$ cat src/design/core_settings.svh
`ifndef CORE_SETTINGS_SVH
`define CORE_SETTINGS_SVH

// datapath and register file
`define CORE_XLEN 32
`define CORE_REG_NUM 32
`define CORE_REG_ID_WIDTH 5

// instruction queue entries
`define CORE_INST_FIFO_DEPTH 4

// multiplier latency in cycles
`define CORE_MUL_STAGES 3

`endif

$ cat src/design/core_pkg.sv
`include "core_settings.svh"

package core_pkg;
    typedef enum logic[3:0] {
        alu_add,
        alu_sub,
        alu_sll,
        alu_slt,
        alu_sltu,
        alu_xor,
        alu_srl,
        alu_sra,
        alu_or,
        alu_and,
        alu_lui_pass
    } alu_op_e;

    typedef enum logic {
        mul_lo,
        mul_hu
    } mul_op_e;

    typedef enum logic {
        unit_alu,
        unit_mul
    } unit_e;

    typedef struct packed {
        unit_e unit;
        alu_op_e alu_op;
        mul_op_e mul_op;
        logic[`CORE_REG_ID_WIDTH - 1:0] rs1;
        logic[`CORE_REG_ID_WIDTH - 1:0] rs2;
        logic[`CORE_REG_ID_WIDTH - 1:0] rd;
        logic use_imm;
        logic[`CORE_XLEN - 1:0] imm;
        // low when rd is x0
        logic writes_rd;
    } decode_pack_t;

    typedef struct packed {
        alu_op_e alu_op;
        mul_op_e mul_op;
        logic[`CORE_XLEN - 1:0] a;
        logic[`CORE_XLEN - 1:0] b;
        logic[`CORE_REG_ID_WIDTH - 1:0] rd;
        logic writes_rd;
    } exec_pack_t;

    typedef struct packed {
        logic[`CORE_REG_ID_WIDTH - 1:0] rd;
        logic[`CORE_XLEN - 1:0] data;
        logic writes_rd;
    } wb_pack_t;
endpackage

$ cat src/design/decode.sv
`timescale 1ns/1ns
`include "core_settings.svh"

module decode(
        input logic clk,
        input logic arst_n,
        input logic[`CORE_XLEN - 1:0] in_data,
        input logic in_valid,
        output logic in_ready,
        output core_pkg::decode_pack_t out_pack,
        output logic out_valid,
        input logic out_ready,
        output logic illegal
    );
    import core_pkg::*;

    typedef enum logic[6:0] {
        opc_op = 7'b0110011,
        opc_op_imm = 7'b0010011,
        opc_lui = 7'b0110111
    } rv_opcode_e;

    rv_opcode_e opcode;
    logic[2:0] funct3;
    logic[6:0] funct7;
    decode_pack_t dec;
    logic legal;

    // alt selects sub and sra
    function automatic alu_op_e alu_op_sel(input logic[2:0] f3, input logic alt);
        case(f3)
            3'b000: return alt ? alu_sub : alu_add;
            3'b001: return alu_sll;
            3'b010: return alu_slt;
            3'b011: return alu_sltu;
            3'b100: return alu_xor;
            3'b101: return alt ? alu_sra : alu_srl;
            3'b110: return alu_or;
            default: return alu_and;
        endcase
    endfunction

    assign opcode = rv_opcode_e'(in_data[6:0]);
    assign funct3 = in_data[14:12];
    assign funct7 = in_data[31:25];

    always_comb begin
        dec = '0;
        dec.rs1 = in_data[19:15];
        dec.rs2 = in_data[24:20];
        dec.rd = in_data[11:7];
        dec.writes_rd = in_data[11:7] != '0;
        dec.imm = {{20{in_data[31]}}, in_data[31:20]};
        legal = 1'b0;

        case(opcode)
            opc_op: begin
                dec.alu_op = alu_op_sel(funct3, funct7[5]);
                dec.mul_op = (funct3 == 3'b011) ? mul_hu : mul_lo;
                if(funct7 == 7'b0000001) begin
                    dec.unit = unit_mul;
                    legal = funct3 == 3'b000 || funct3 == 3'b011;
                end else begin
                    legal = funct7 == 7'b0000000 ||
                        (funct7 == 7'b0100000 && (funct3 == 3'b000 || funct3 == 3'b101));
                end
            end
            opc_op_imm: begin
                // no second source register
                dec.rs2 = '0;
                dec.use_imm = 1'b1;
                dec.alu_op = alu_op_sel(funct3, funct3 == 3'b101 && funct7[5]);
                if(funct3 == 3'b001) legal = funct7 == 7'b0000000;
                else if(funct3 == 3'b101) legal = funct7 == 7'b0000000 || funct7 == 7'b0100000;
                else legal = 1'b1;
            end
            opc_lui: begin
                dec.rs1 = '0;
                dec.rs2 = '0;
                dec.use_imm = 1'b1;
                dec.imm = {in_data[31:12], 12'b0};
                dec.alu_op = alu_lui_pass;
                legal = 1'b1;
            end
            default: legal = 1'b0;
        endcase
    end

    // output register drains or is empty
    assign in_ready = !out_valid || out_ready;

    always_ff @(posedge clk or negedge arst_n) begin
        if(!arst_n) begin
            out_valid <= 1'b0;
            illegal <= 1'b0;
        end else begin
            illegal <= in_valid && in_ready && !legal;
            if(in_ready) out_valid <= in_valid && legal;
        end
    end

    always_ff @(posedge clk) begin
        if(in_valid && in_ready && legal) out_pack <= dec;
    end
endmodule

$ cat config.mk
export PLATFORM = sky130hd
export DESIGN_NAME = decode
export DESIGN_NICKNAME = d
export VERILOG_FILES = /design/src/design/core_pkg.sv /design/src/design/decode.sv
export VERILOG_INCLUDE_DIRS = /design/src /design/src/design
export SDC_FILE = /design/constraint.sdc
export NUM_CORES = 1
export LEC_CHECK = 0
export BUFFER_PORTS_ARGS = -buffer_cell sky130_fd_sc_hd__clkbuf_2
export CAP_MARGIN = 40
export CORE_MARGIN = 2
export CORE_UTILIZATION = 48
export CTS_CLUSTER_SIZE = 24
export DETAILED_ROUTE_END_ITERATION = 8
export PLACE_DENSITY = 0.75
export SYNTH_ARGS = -nofsm -noshare
export SYNTH_HDL_FRONTEND = slang
export SYNTH_SLANG_ARGS = --single-unit
export TNS_END_PERCENT = 20
$ cat constraint.sdc
create_clock -name clk -period 3.1 [get_ports clk]
set_clock_uncertainty 0.2 [all_clocks]
set_input_delay 0.62 -clock clk [delete_from_list [all_inputs] [get_ports clk]]
set_output_delay 0.62 -clock clk [all_outputs]
set_load 0.005 [all_outputs]
==> impl_metrics.tcl, run 1 <==
set metrics [dict create \
    slew_viol_final 0 \
    synthesis.nets 187 \
    pin_count_of_the_biggest_net_entering_global_routing 56 \
    final_critical_path_setup_slack_ns 0.740 \
    vias_per_instance 4.99 \
    share_of_cells_above_drive_strength_1 0.465 \
    most_frequent_standard_cell_in_the_layout_excluding_fill_and_tap_cells "sky130_fd_sc_hd__clkbuf_2" \
    multi_input_comb_area_sq_um 587 \
    synth_seq_area_share 0.732 \
    critical_path_buf_inv_count 2 \
    detailedRoute.firstPassIterationCount 4 \
    synth-compound-area-share 0.110 \
    sequential_cell_area_sq_um 1700 \
    max-cap-violations 0 \
    synthSimpleGateAreaFrac 0.142 \
    run_status "complete, no violations" \
    synth_top_family_by_area "simple AND/OR/NAND/NOR gates" \
    ant_nets 0 \
    cts_tree "built" \
    grt_pass1_wl_microns 6560 \
    antenna-diode-count 0 \
    worst_slew_margin_rel 0.595 \
    cts.path.max_buffers 2 \
    register_bit_total_from_synthesis 57 \
    avgSynthCellArea_sq_um 15.4 \
    clock-sinks 57 \
    globalplace.congestion 0.740 \
    clock_latency_ns 0.32 \
    floorplan.io_pins 94 \
    p_per_area_nw_per_um2 514 \
    antenna_violations_before_repair 0 \
    dp.final_hpwl_microns 3060 \
    static-leakage-power_nw 1.29 \
    worstSetupStartpointType "input pin" \
    critical_path.endpoint_type "flip-flop" \
    finalSetupViolCount 0 \
    instance_count_of_the_mapped_netlist 151 \
    initial_utilization 0.495 \
    nFillCells 376 \
    critical_path.slowest_cell "sky130_fd_sc_hd__or4_4" \
    post_synth_fa_ha_maj_area_fraction 0 \
    critical_path_peak_fanout 55 \
    grtUsageTotal 0.168 \
    final.period_utilization 0.761 \
    timing.setup.critical_path_class "input pin to flip-flop" \
    synthDominantAreaCellType "sky130_fd_sc_hd__edfxtp_1" \
    synthesis.area_sq_um 2320 \
    detail_route.wirelength_microns 4380 \
    max_h_tree_level 3 \
    die_area_sq_um 5410 \
    drc_errors 0 \
    most_frequent_cells_in_the_layout "sky130_fd_sc_hd__clkbuf_2 (93), sky130_fd_sc_hd__edfxtp_1 (55), sky130_fd_sc_hd__nor2b_1 (23), sky130_fd_sc_hd__a21o_1 (18), sky130_fd_sc_hd__clkbuf_8 (9)" \
    fin_nets 287 \
    clkSlewWorstSetupHoldPaths_ns 0.06 \
    first_global_vias 1448 \
    drt_first_iter_violations 101 \
    place.detailed.instances 293 \
    max_freq_mhz 424 \
    critical_path.top_delay_family "simple AND/OR/NAND/NOR gates" \
    cp_data_required_time_ns 2.90 \
    peakVddDrop_mv 0.220 \
    crit_path_cell_trace "clkbuf_2 > or4_4 > nor2_4 > o211ai_2 > a21oi_2 > and2b_2 > buf_12" \
    clockRootBuffer "sky130_fd_sc_hd__clkbuf_8" \
    final_cell_count_no_fill 310 \
    synth-warning-count 0 \
    timing.critical_path.arrival_ns 2.16 \
    synth_top_cell_area_share 0.711 \
    period_minus_slack_ns 2.36 \
    synth_xor_xnor_area_share 0 \
    floorplan.die.height_microns 73.6 \
    die_width_microns 73.6 \
    share_of_synthesized_area_spent_on_multiplexers 0 \
    timing_worst_slew_pin_value_ns 0.608 \
    grt_setup_unrepaired "no" \
    yosys-top-cells-area "sky130_fd_sc_hd__edfxtp_1 (71%), sky130_fd_sc_hd__nor2b_1 (6.2%), sky130_fd_sc_hd__a21o_1 (5.8%), sky130_fd_sc_hd__dfrtp_1 (2.2%), sky130_fd_sc_hd__buf_2 (1.1%)" \
    grt_overflow_total 0 \
    hold_class "input pin to flip-flop" \
    hold_viol 0 \
    std_cell_rows 25 \
    cts_inserted_buffers 9 \
    port-buffer-count 93 \
    flow.area_growth_from_synthesis_pct 31.0 \
    place_ws_ns 0.406 \
    ys_types 30 \
    timing.setup.tns_ns 0 \
    timing.hold.ws_ns 0.292 \
    cts.repair_timing.setup_buffer_count 0 \
    finished_layout_cell_area_sq_um 3040 \
    instance_area_at_placement_sq_um 2860 \
    critical_path.max_stage_delay_ns 0.54 \
    wl_per_cell_microns 14.1 \
    num_vias 1548 \
    core_outline_area_sq_um 4690 \
]
-- power by group --
part | switching (mW) | internal [mW] | total (mW) | leakage [nW]
Sequential | 0.00135 | 0.849 | 0.850 | 0.508
Clock | 0.264 | 0.362 | 0.626 | 0.0898
Combinational | 0.0447 | 0.0441 | 0.0888 | 0.690
-- final timing paths --
kind                             startpoint      endpoint  slack, ns  depth (start not counted)
worst max register to register    out_valid  out_pack[35]       1.51                          4
worst min register to register    out_valid       illegal       0.39                          3
worst min-delay path            in_data[11]  out_pack[38]       0.29                          1
min in group asynchronous            arst_n       illegal       0.41                          2
worst max-delay path            in_data[27]  out_pack[35]       0.74                          7
max in group asynchronous            arst_n     out_valid       2.20                          2
-- registers in the layout, summed over array words and instances, names as in the netlist --
signal and flops:
out_valid 1, illegal 1, out_pack 55
-- layer usage --
layer  up-vias  global-route usage  part of all wire
li1        763                   -                 -
met1       702               0.209              0.43
met2        76               0.258              0.47
met3         7              0.0617             0.083
met4         0              0.0848             0.015
met5         -                   0                 0
-- per-stage QoR --
stage	total power, mW	util
floorplan	0.911	-
global placement	0.953	0.609
detailed placement	0.955	0.609
CTS	1.58	0.649
global route	1.61	0.649
finish	1.56	0.649
-- cell families (layout without fill, tap and decap cells) --
| logic type | Yosys count | count (layout) |
|---|---|---|
| AND/OR/NAND/NOR | 51 | 51 |
| flip-flops | 57 | 57 |
| buffers and inverters | 8 | 113 |
| AO/OA/AOI/OAI | 35 | 35 |
-- Yosys cell counts --
cell type                   instances
sky130_fd_sc_hd__nor2b_2            1
sky130_fd_sc_hd__dfrtp_1            2
sky130_fd_sc_hd__nand3_4            1
sky130_fd_sc_hd__nor2_1             6
sky130_fd_sc_hd__nor2b_1           23
sky130_fd_sc_hd__clkbuf_1           3
sky130_fd_sc_hd__nor2_4             2
sky130_fd_sc_hd__o21ai_0            4
sky130_fd_sc_hd__a2111oi_0          1
sky130_fd_sc_hd__nand3b_1           3
sky130_fd_sc_hd__or4_4              1
sky130_fd_sc_hd__a21o_2             1
sky130_fd_sc_hd__nor3_1             2
sky130_fd_sc_hd__or2_2              1
sky130_fd_sc_hd__a211o_1            1
sky130_fd_sc_hd__o22ai_1            1
sky130_fd_sc_hd__a21bo_1            1
sky130_fd_sc_hd__nand2_1            5
sky130_fd_sc_hd__a21oi_2            2
sky130_fd_sc_hd__nor3b_2            1
sky130_fd_sc_hd__or2_1              1
sky130_fd_sc_hd__a21o_1            18
sky130_fd_sc_hd__nand2b_1           2
sky130_fd_sc_hd__o211ai_2           1
sky130_fd_sc_hd__nor3b_1            1
sky130_fd_sc_hd__a211oi_1           1
sky130_fd_sc_hd__and2b_1            1
sky130_fd_sc_hd__buf_2              5
sky130_fd_sc_hd__edfxtp_1          55
sky130_fd_sc_hd__a21oi_1            4
-- repair_timing --
action                                 CTS  global route
endpoints found under the hold margin    2             0
resized for setup                        0             0
hold buffers                             1             0
-- final cells by class --
type,count,share of cell area
clock buffers,11,0.0432
clock inverters,5,0.0152
multi-input cells,86,0.193
flip-flops and latches,57,0.559
well taps,54,0.0222
repair buffers,97,0.168
Power figures use the tool's default switching activity.
==> run 2: changes to the inputs <==
- CORE_UTILIZATION: 48 -> 43
- PLACE_DENSITY: 0.75 -> 0.71
- clock period: 3.1 -> 2.11 ns (I/O delays scaled with it)
==> impl_metrics.tcl, run 2 (same netlist as run 1, synthesis figures left out) <==
set metrics [dict create \
    run_status "complete, no violations" \
    worst_slew_margin_rel 0.758 \
    met3_length_microns 334 \
    most_frequent_standard_cell_in_the_layout_excluding_fill_and_tap_cells "sky130_fd_sc_hd__clkbuf_2" \
    p_clk_frac 0.399 \
    finalSetupViolCount 0 \
    met2_layer_wire_length_in_the_routed_design_microns 2240 \
    floorplan.io_pins 94 \
    critical_path.top_delay_family "simple AND/OR/NAND/NOR gates" \
    detail_route.wirelength_microns 4530 \
    antenna-diode-count 0 \
    max-cap-violations 0 \
    final.period_utilization 0.963 \
    num_vias 1643 \
    timing.hold.ws_ns 0.0933 \
    hold_viol 0 \
    largest-register "out_pack" \
    max_freq_mhz 492 \
    critical_path.max_stage_delay_ns 0.54 \
    period_minus_slack_ns 2.03 \
    reg2reg_depth 4 \
    clockRootBuffer "sky130_fd_sc_hd__clkbuf_8" \
    cp_data_required_time_ns 1.93 \
    drt_first_iter_violations 84 \
    cts_inserted_buffers 9 \
    highest-signal-layer "met4" \
    hold_class "input pin to flip-flop" \
    cts.path.max_buffers 2 \
    cts.repair_timing.setup_buffer_count 0 \
    p_switching_mw 0.462 \
    most_frequent_cells_in_the_layout "sky130_fd_sc_hd__clkbuf_2 (93), sky130_fd_sc_hd__edfxtp_1 (55), sky130_fd_sc_hd__nor2b_1 (23), sky130_fd_sc_hd__buf_4 (21), sky130_fd_sc_hd__a21o_1 (18)" \
    critical_path.endpoint_type "flip-flop" \
    die_width_microns 77.5 \
    power.share.switching 0.198 \
    vias_per_instance 4.75 \
    die_area_sq_um 6010 \
    detailedRoute.firstPassIterationCount 4 \
    clock_latency_ns 0.32 \
    static-leakage-power_nw 1.39 \
    worstSetupStartpointType "input pin" \
    startpoint "in_data[27]" \
    grtUsageTotal 0.157 \
    wl_met1_microns 1910 \
    wl_per_cell_microns 13.1 \
    critical_path_buf_inv_count 2 \
    grt_overflow_total 0 \
    slew_viol_final 0 \
    largest_reg_flops 55 \
    ant_nets 0 \
    port-buffer-count 93 \
    nFillCells 426 \
    timing_worst_slew_pin_value_ns 0.354 \
    core_outline_area_sq_um 5170 \
    r2r_setup_slack_ns 0.55 \
    largest_registers "out_pack x55, illegal x1, out_valid x1" \
    grt_setup_unrepaired "no" \
    timing.critical_path.arrival_ns 1.86 \
    cp_num_cells 7 \
    cts_tree "built" \
    pin_count_of_the_biggest_net_entering_global_routing 29 \
    critical_path.slowest_cell "sky130_fd_sc_hd__or4_4" \
    std_cell_rows 26 \
    grt_pass1_wl_microns 7090 \
    max_h_tree_level 3 \
    timing.rr.start "out_valid" \
    internal_power_mw 1.87 \
    worst_setup_path_endpoint "out_pack[49]" \
    first_global_vias 1527 \
    antenna_violations_before_repair 0 \
    r2r_end "out_pack[49]" \
    flow.area_growth_from_synthesis_pct 39.0 \
    share_of_cells_above_drive_strength_1 0.507 \
    floorplan.die.height_microns 77.5 \
    globalplace.congestion 0.825 \
    critical_path_peak_fanout 28 \
    timing.setup.critical_path_class "input pin to flip-flop" \
    fin_nets 307 \
    crit_path_cell_trace "clkbuf_2 > or4_4 > nor2_4 > o211ai_2 > a21oi_2 > and2b_4 > buf_12" \
    sequentialPowerShare 0.536 \
    p_per_area_nw_per_um2 722 \
    pwr-share-comb 0.065 \
    peakVddDrop_mv 0.495 \
    drc_errors 0 \
    dp.final_hpwl_microns 3330 \
    clock-sinks 57 \
    clkSlewWorstSetupHoldPaths_ns 0.06 \
    initial_utilization 0.449 \
    finalPower_mw 2.33 \
]
[run 2: cell count changes in the layout (fill, tap and decap cells not counted), sizes merged]
cell and change:
buf +20, clkbuf +1, clkinv -1
[run 2: metrics by stage]
stage	TNS [ns]	cells	setup WS (ns)	utilization	cell area (sq um)
global route	0	346	0.0218	0.624	3230
finish	0	346	0.0771	0.624	3230
detailed placement	-14.43	329	-0.266	0.588	3040
CTS	0	346	0.0700	0.624	3230
floorplan	-19.63	151	-0.357	-	2330
global placement	-12.61	329	-0.233	0.588	3040
[run 2: metal layers]
layer / vias up / track usage
li1: 801 / -
met1: 762 / 0.198
met2: 75 / 0.252
met3: 5 / 0.0523
met4: 0 / 0.0589
met5: - / 0
[run 2: worst min-delay path by stage]
stage	cells past startpoint	to	slack, ns	startpoint
2_1_floorplan	0	illegal	-0.07	arst_n
3_3_place_gp	1	out_valid	0.01	arst_n
3_5_place_dp	1	out_valid	0.01	arst_n
4_1_cts	1	out_pack[36]	0.08	in_data[9]
5_1_grt	1	out_pack[36]	0.08	in_data[9]
6_report	1	out_pack[36]	0.09	in_data[9]
[run 2: area by class of cell]
class | instances | area (sq um) | area share
Multi-Input combinational cell | 86 | 588 | 0.182
Clock inverter | 4 | 43.8 | 0.0136
Timing Repair Buffer | 117 | 673 | 0.208
Sequential cell | 57 | 1700 | 0.527
Tap cell | 70 | 87.6 | 0.0271
Clock buffer | 12 | 135 | 0.0418
[run 2: repair_timing]
action | 4_1_cts | 5_1_grt
setup endpoints to repair | 0 | 0
gates resized for setup | 0 | 0
hold buffers | 1 | 0
endpoints found under the hold margin | 2 | 0
[run 2: power groups by stage]
stage | clock network [mW] | logic, mW | registers (mW)
floorplan | 0 | 0.0647 | 1.27
global placement | 0 | 0.149 | 1.27
global route | 1.01 | 0.169 | 1.25
detailed placement | 0 | 0.152 | 1.27
finish | 0.929 | 0.153 | 1.25
CTS | 0.952 | 0.154 | 1.25
==> run 3: changes to the inputs <==
- ABC_AREA: not set -> 1
- SETUP_SLACK_MARGIN: not set -> 0.5
==> impl_metrics.tcl, run 3 <==
set metrics [dict create \
    wl_per_cell_microns 14.0 \
    slew_viol_final 0 \
    reg2reg_depth 6 \
    clkSlewWorstSetupHoldPaths_ns 0.06 \
    avgSynthCellArea_sq_um 11.8 \
    hold_class "input pin to flip-flop" \
    peakVddDrop_mv 0.367 \
    timing.critical_path.arrival_ns 1.68 \
    min_to "out_pack[34]" \
    timing.hold.ws_ns 0.0927 \
    cts.path.max_buffers 2 \
    p_per_area_nw_per_um2 643 \
    finalSetupViolCount 0 \
    antenna-diode-count 0 \
    nFillCells 361 \
    critical_path_peak_fanout 5 \
    finished_layout_cell_area_sq_um 3470 \
    grt_setup_unrepaired "yes" \
    synthesis.nets 233 \
    cts_inserted_buffers 9 \
    drc_errors 0 \
    clock-sinks 57 \
    core_outline_area_sq_um 5170 \
    yosys-top-cells-area "sky130_fd_sc_hd__edfxtp_1 (71%), sky130_fd_sc_hd__nor2_1 (6.3%), sky130_fd_sc_hd__nand2_1 (4.5%), sky130_fd_sc_hd__inv_1 (3.9%), sky130_fd_sc_hd__o21ai_0 (2.8%)" \
    instance_count_of_the_mapped_netlist 197 \
    largest_reg_flops 55 \
    postSynth.asyncResetShare 0.0351 \
    synth.most_common_cell "sky130_fd_sc_hd__edfxtp_1" \
    synth_seq_area_share 0.733 \
    groute.layer.met3.usage 0.0407 \
    synth_top_cell_area_share 0.711 \
    final_cell_count_no_fill 395 \
    fin_nets 356 \
    antenna_violations_before_repair 0 \
    dp.final_hpwl_microns 3600 \
    place.detailed.instances 367 \
    globalplace.congestion 0.930 \
    post-route-util 0.670 \
    synth-warning-count 0 \
    grt_pass1_wl_microns 8410 \
    timing_worst_slew_pin_value_ns 0.512 \
    die_width_microns 77.5 \
    critical_path.endpoint_type "flip-flop" \
    share_of_cells_above_drive_strength_1 0.495 \
    detailedRoute.firstPassIterationCount 4 \
    max_freq_mhz 544 \
    cp_data_required_time_ns 1.96 \
    synthesis.area_sq_um 2320 \
    register_bit_total_from_synthesis 57 \
    first_global_vias 1840 \
    synth_edf_count 55 \
    grt_overflow_total 0 \
    ant_nets 0 \
    worst_slew_margin_rel 0.655 \
    static-leakage-power_nw 1.49 \
    max-cap-violations 0 \
    largest-register "out_pack" \
    flow.area_growth_from_synthesis_pct 49.2 \
    period_minus_slack_ns 1.84 \
    hold_viol 0 \
    synthDominantAreaCellType "sky130_fd_sc_hd__edfxtp_1" \
    most_frequent_standard_cell_in_the_layout_excluding_fill_and_tap_cells "sky130_fd_sc_hd__clkbuf_2" \
    r2r_end "out_pack[27]" \
    most_frequent_cells_in_the_layout "sky130_fd_sc_hd__clkbuf_2 (87), sky130_fd_sc_hd__edfxtp_1 (55), sky130_fd_sc_hd__nor2_1 (31), sky130_fd_sc_hd__nand2_1 (20), sky130_fd_sc_hd__inv_1 (19)" \
    timing.setup.tns_ns 0 \
    holdCritStartpoint "in_data[7]" \
    grt_most_used_layer "met2" \
    drt_first_iter_violations 98 \
    std_cell_rows 26 \
    num_vias 1914 \
    worstSetupStartpointType "input pin" \
    largest_registers "out_pack x55, illegal x1, out_valid x1" \
    run_status "complete, no violations" \
    r2r_setup_slack_ns 0.44 \
    ys_types 24 \
    timing.rr.start "out_valid" \
    pin_count_of_the_biggest_net_entering_global_routing 23 \
    max_h_tree_level 3 \
    cts_tree "built" \
    ys_dominant_reg_cell "sky130_fd_sc_hd__edfxtp_1" \
    clockRootBuffer "sky130_fd_sc_hd__clkbuf_8" \
    whs_path_depth 1 \
    grtUsageTotal 0.185 \
    groute.layer.met1.usage 0.235 \
    global_route.usage.met2 0.296 \
    yosys-top-cells-count "sky130_fd_sc_hd__edfxtp_1 (55), sky130_fd_sc_hd__nor2_1 (39), sky130_fd_sc_hd__nand2_1 (28)" \
    floorplan.io_pins 94 \
    port-buffer-count 93 \
    die_area_sq_um 6000 \
    detail_route.wirelength_microns 5540 \
    floorplan.die.height_microns 77.5 \
    instance_area_at_placement_sq_um 3010 \
    clock_latency_ns 0.32 \
    final.period_utilization 0.871 \
    timing.setup.critical_path_class "input pin to flip-flop" \
    vias_per_instance 4.85 \
    initial_utilization 0.449 \
]
[run 3: cell types whose count changed after synthesis, moves of 9 or more]
cell	before	now
sky130_fd_sc_hd__a21o_1	18	0
sky130_fd_sc_hd__nand2_1	5	28
sky130_fd_sc_hd__o21ai_0	4	13
sky130_fd_sc_hd__nor2b_1	23	0
sky130_fd_sc_hd__nor2_1	6	39
sky130_fd_sc_hd__inv_1	0	24
[run 3: layout make-up]
cell class                      count  area, sq um  share of cell area
Tap cell                           70         87.6              0.0253
Inverter                           27          111              0.0321
Timing Repair Buffer              116          811               0.234
Clock inverter                      4         20.0             0.00578
Sequential cell                    57         1700               0.491
Clock buffer                       12          135              0.0390
Multi-Input combinational cell    109          599               0.173
[run 3: through the flow]
step	power [mW]	setup WS, ns
6_report	2.23	0.273
5_1_grt	2.31	0.217
4_1_cts	2.23	0.330
3_5_place_dp	1.41	-0.0582
3_3_place_gp	1.41	-0.00563
2_1_floorplan	1.34	-0.414
[run 3: timing repair]
item / 4_1_cts / 5_1_grt
cloned: 2 / 2
gates resized for setup: 19 / 30
hold buffers: 1 / 0
buffers inserted: 5 / 2
endpoints found under the hold margin: 2 / 0
pin swaps: 7 / 14
endpoints found under the setup margin: 68 / 85
[run 3: cell families after synthesis]
logic type / synth area share
buffers and inverters: 0.0576
and+or+nand+nor: 0.151
DFF: 0.733
AOI/OAI and AO/OA: 0.0582
[run 3: power breakdown]
part	internal, mW	switching [mW]
Sequential	1.25	0.00227
Clock	0.416	0.393
Combinational	0.0771	0.0935
Total	1.74	0.488
[run 3: worst max path at each step]
| stage | depth (start not counted) | start | to |
|---|---|---|---|
| after detailed placement | 9 | in_data[27] | out_pack[5] |
| after CTS | 11 | in_data[28] | out_pack[47] |
| after floorplan | 6 | in_data[1] | out_pack[0] |
| after global placement | 9 | in_data[27] | out_pack[43] |
| final | 11 | in_data[25] | out_pack[27] |
| after global routing | 11 | in_data[27] | out_pack[19] |
[run 3: metal layers]
layer / share of wire / wire, microns
met5: 0 / 0
met4: 0.021 / 115
met3: 0.080 / 445
met2: 0.50 / 2750
met1: 0.40 / 2220
[run 3: worst max-delay path: stages]
cell and delay [ns]:
sky130_fd_sc_hd__buf_4 0.13, sky130_fd_sc_hd__nor2_4 0.10, sky130_fd_sc_hd__nand2_2 0.07, sky130_fd_sc_hd__nor2_2 0.12
sky130_fd_sc_hd__nor2_1 0.06, sky130_fd_sc_hd__nand3_1 0.08, sky130_fd_sc_hd__nand2_2 0.10, sky130_fd_sc_hd__a21oi_4 0.21
sky130_fd_sc_hd__buf_6 0.14, sky130_fd_sc_hd__buf_6 0.11, sky130_fd_sc_hd__clkbuf_16 0.13
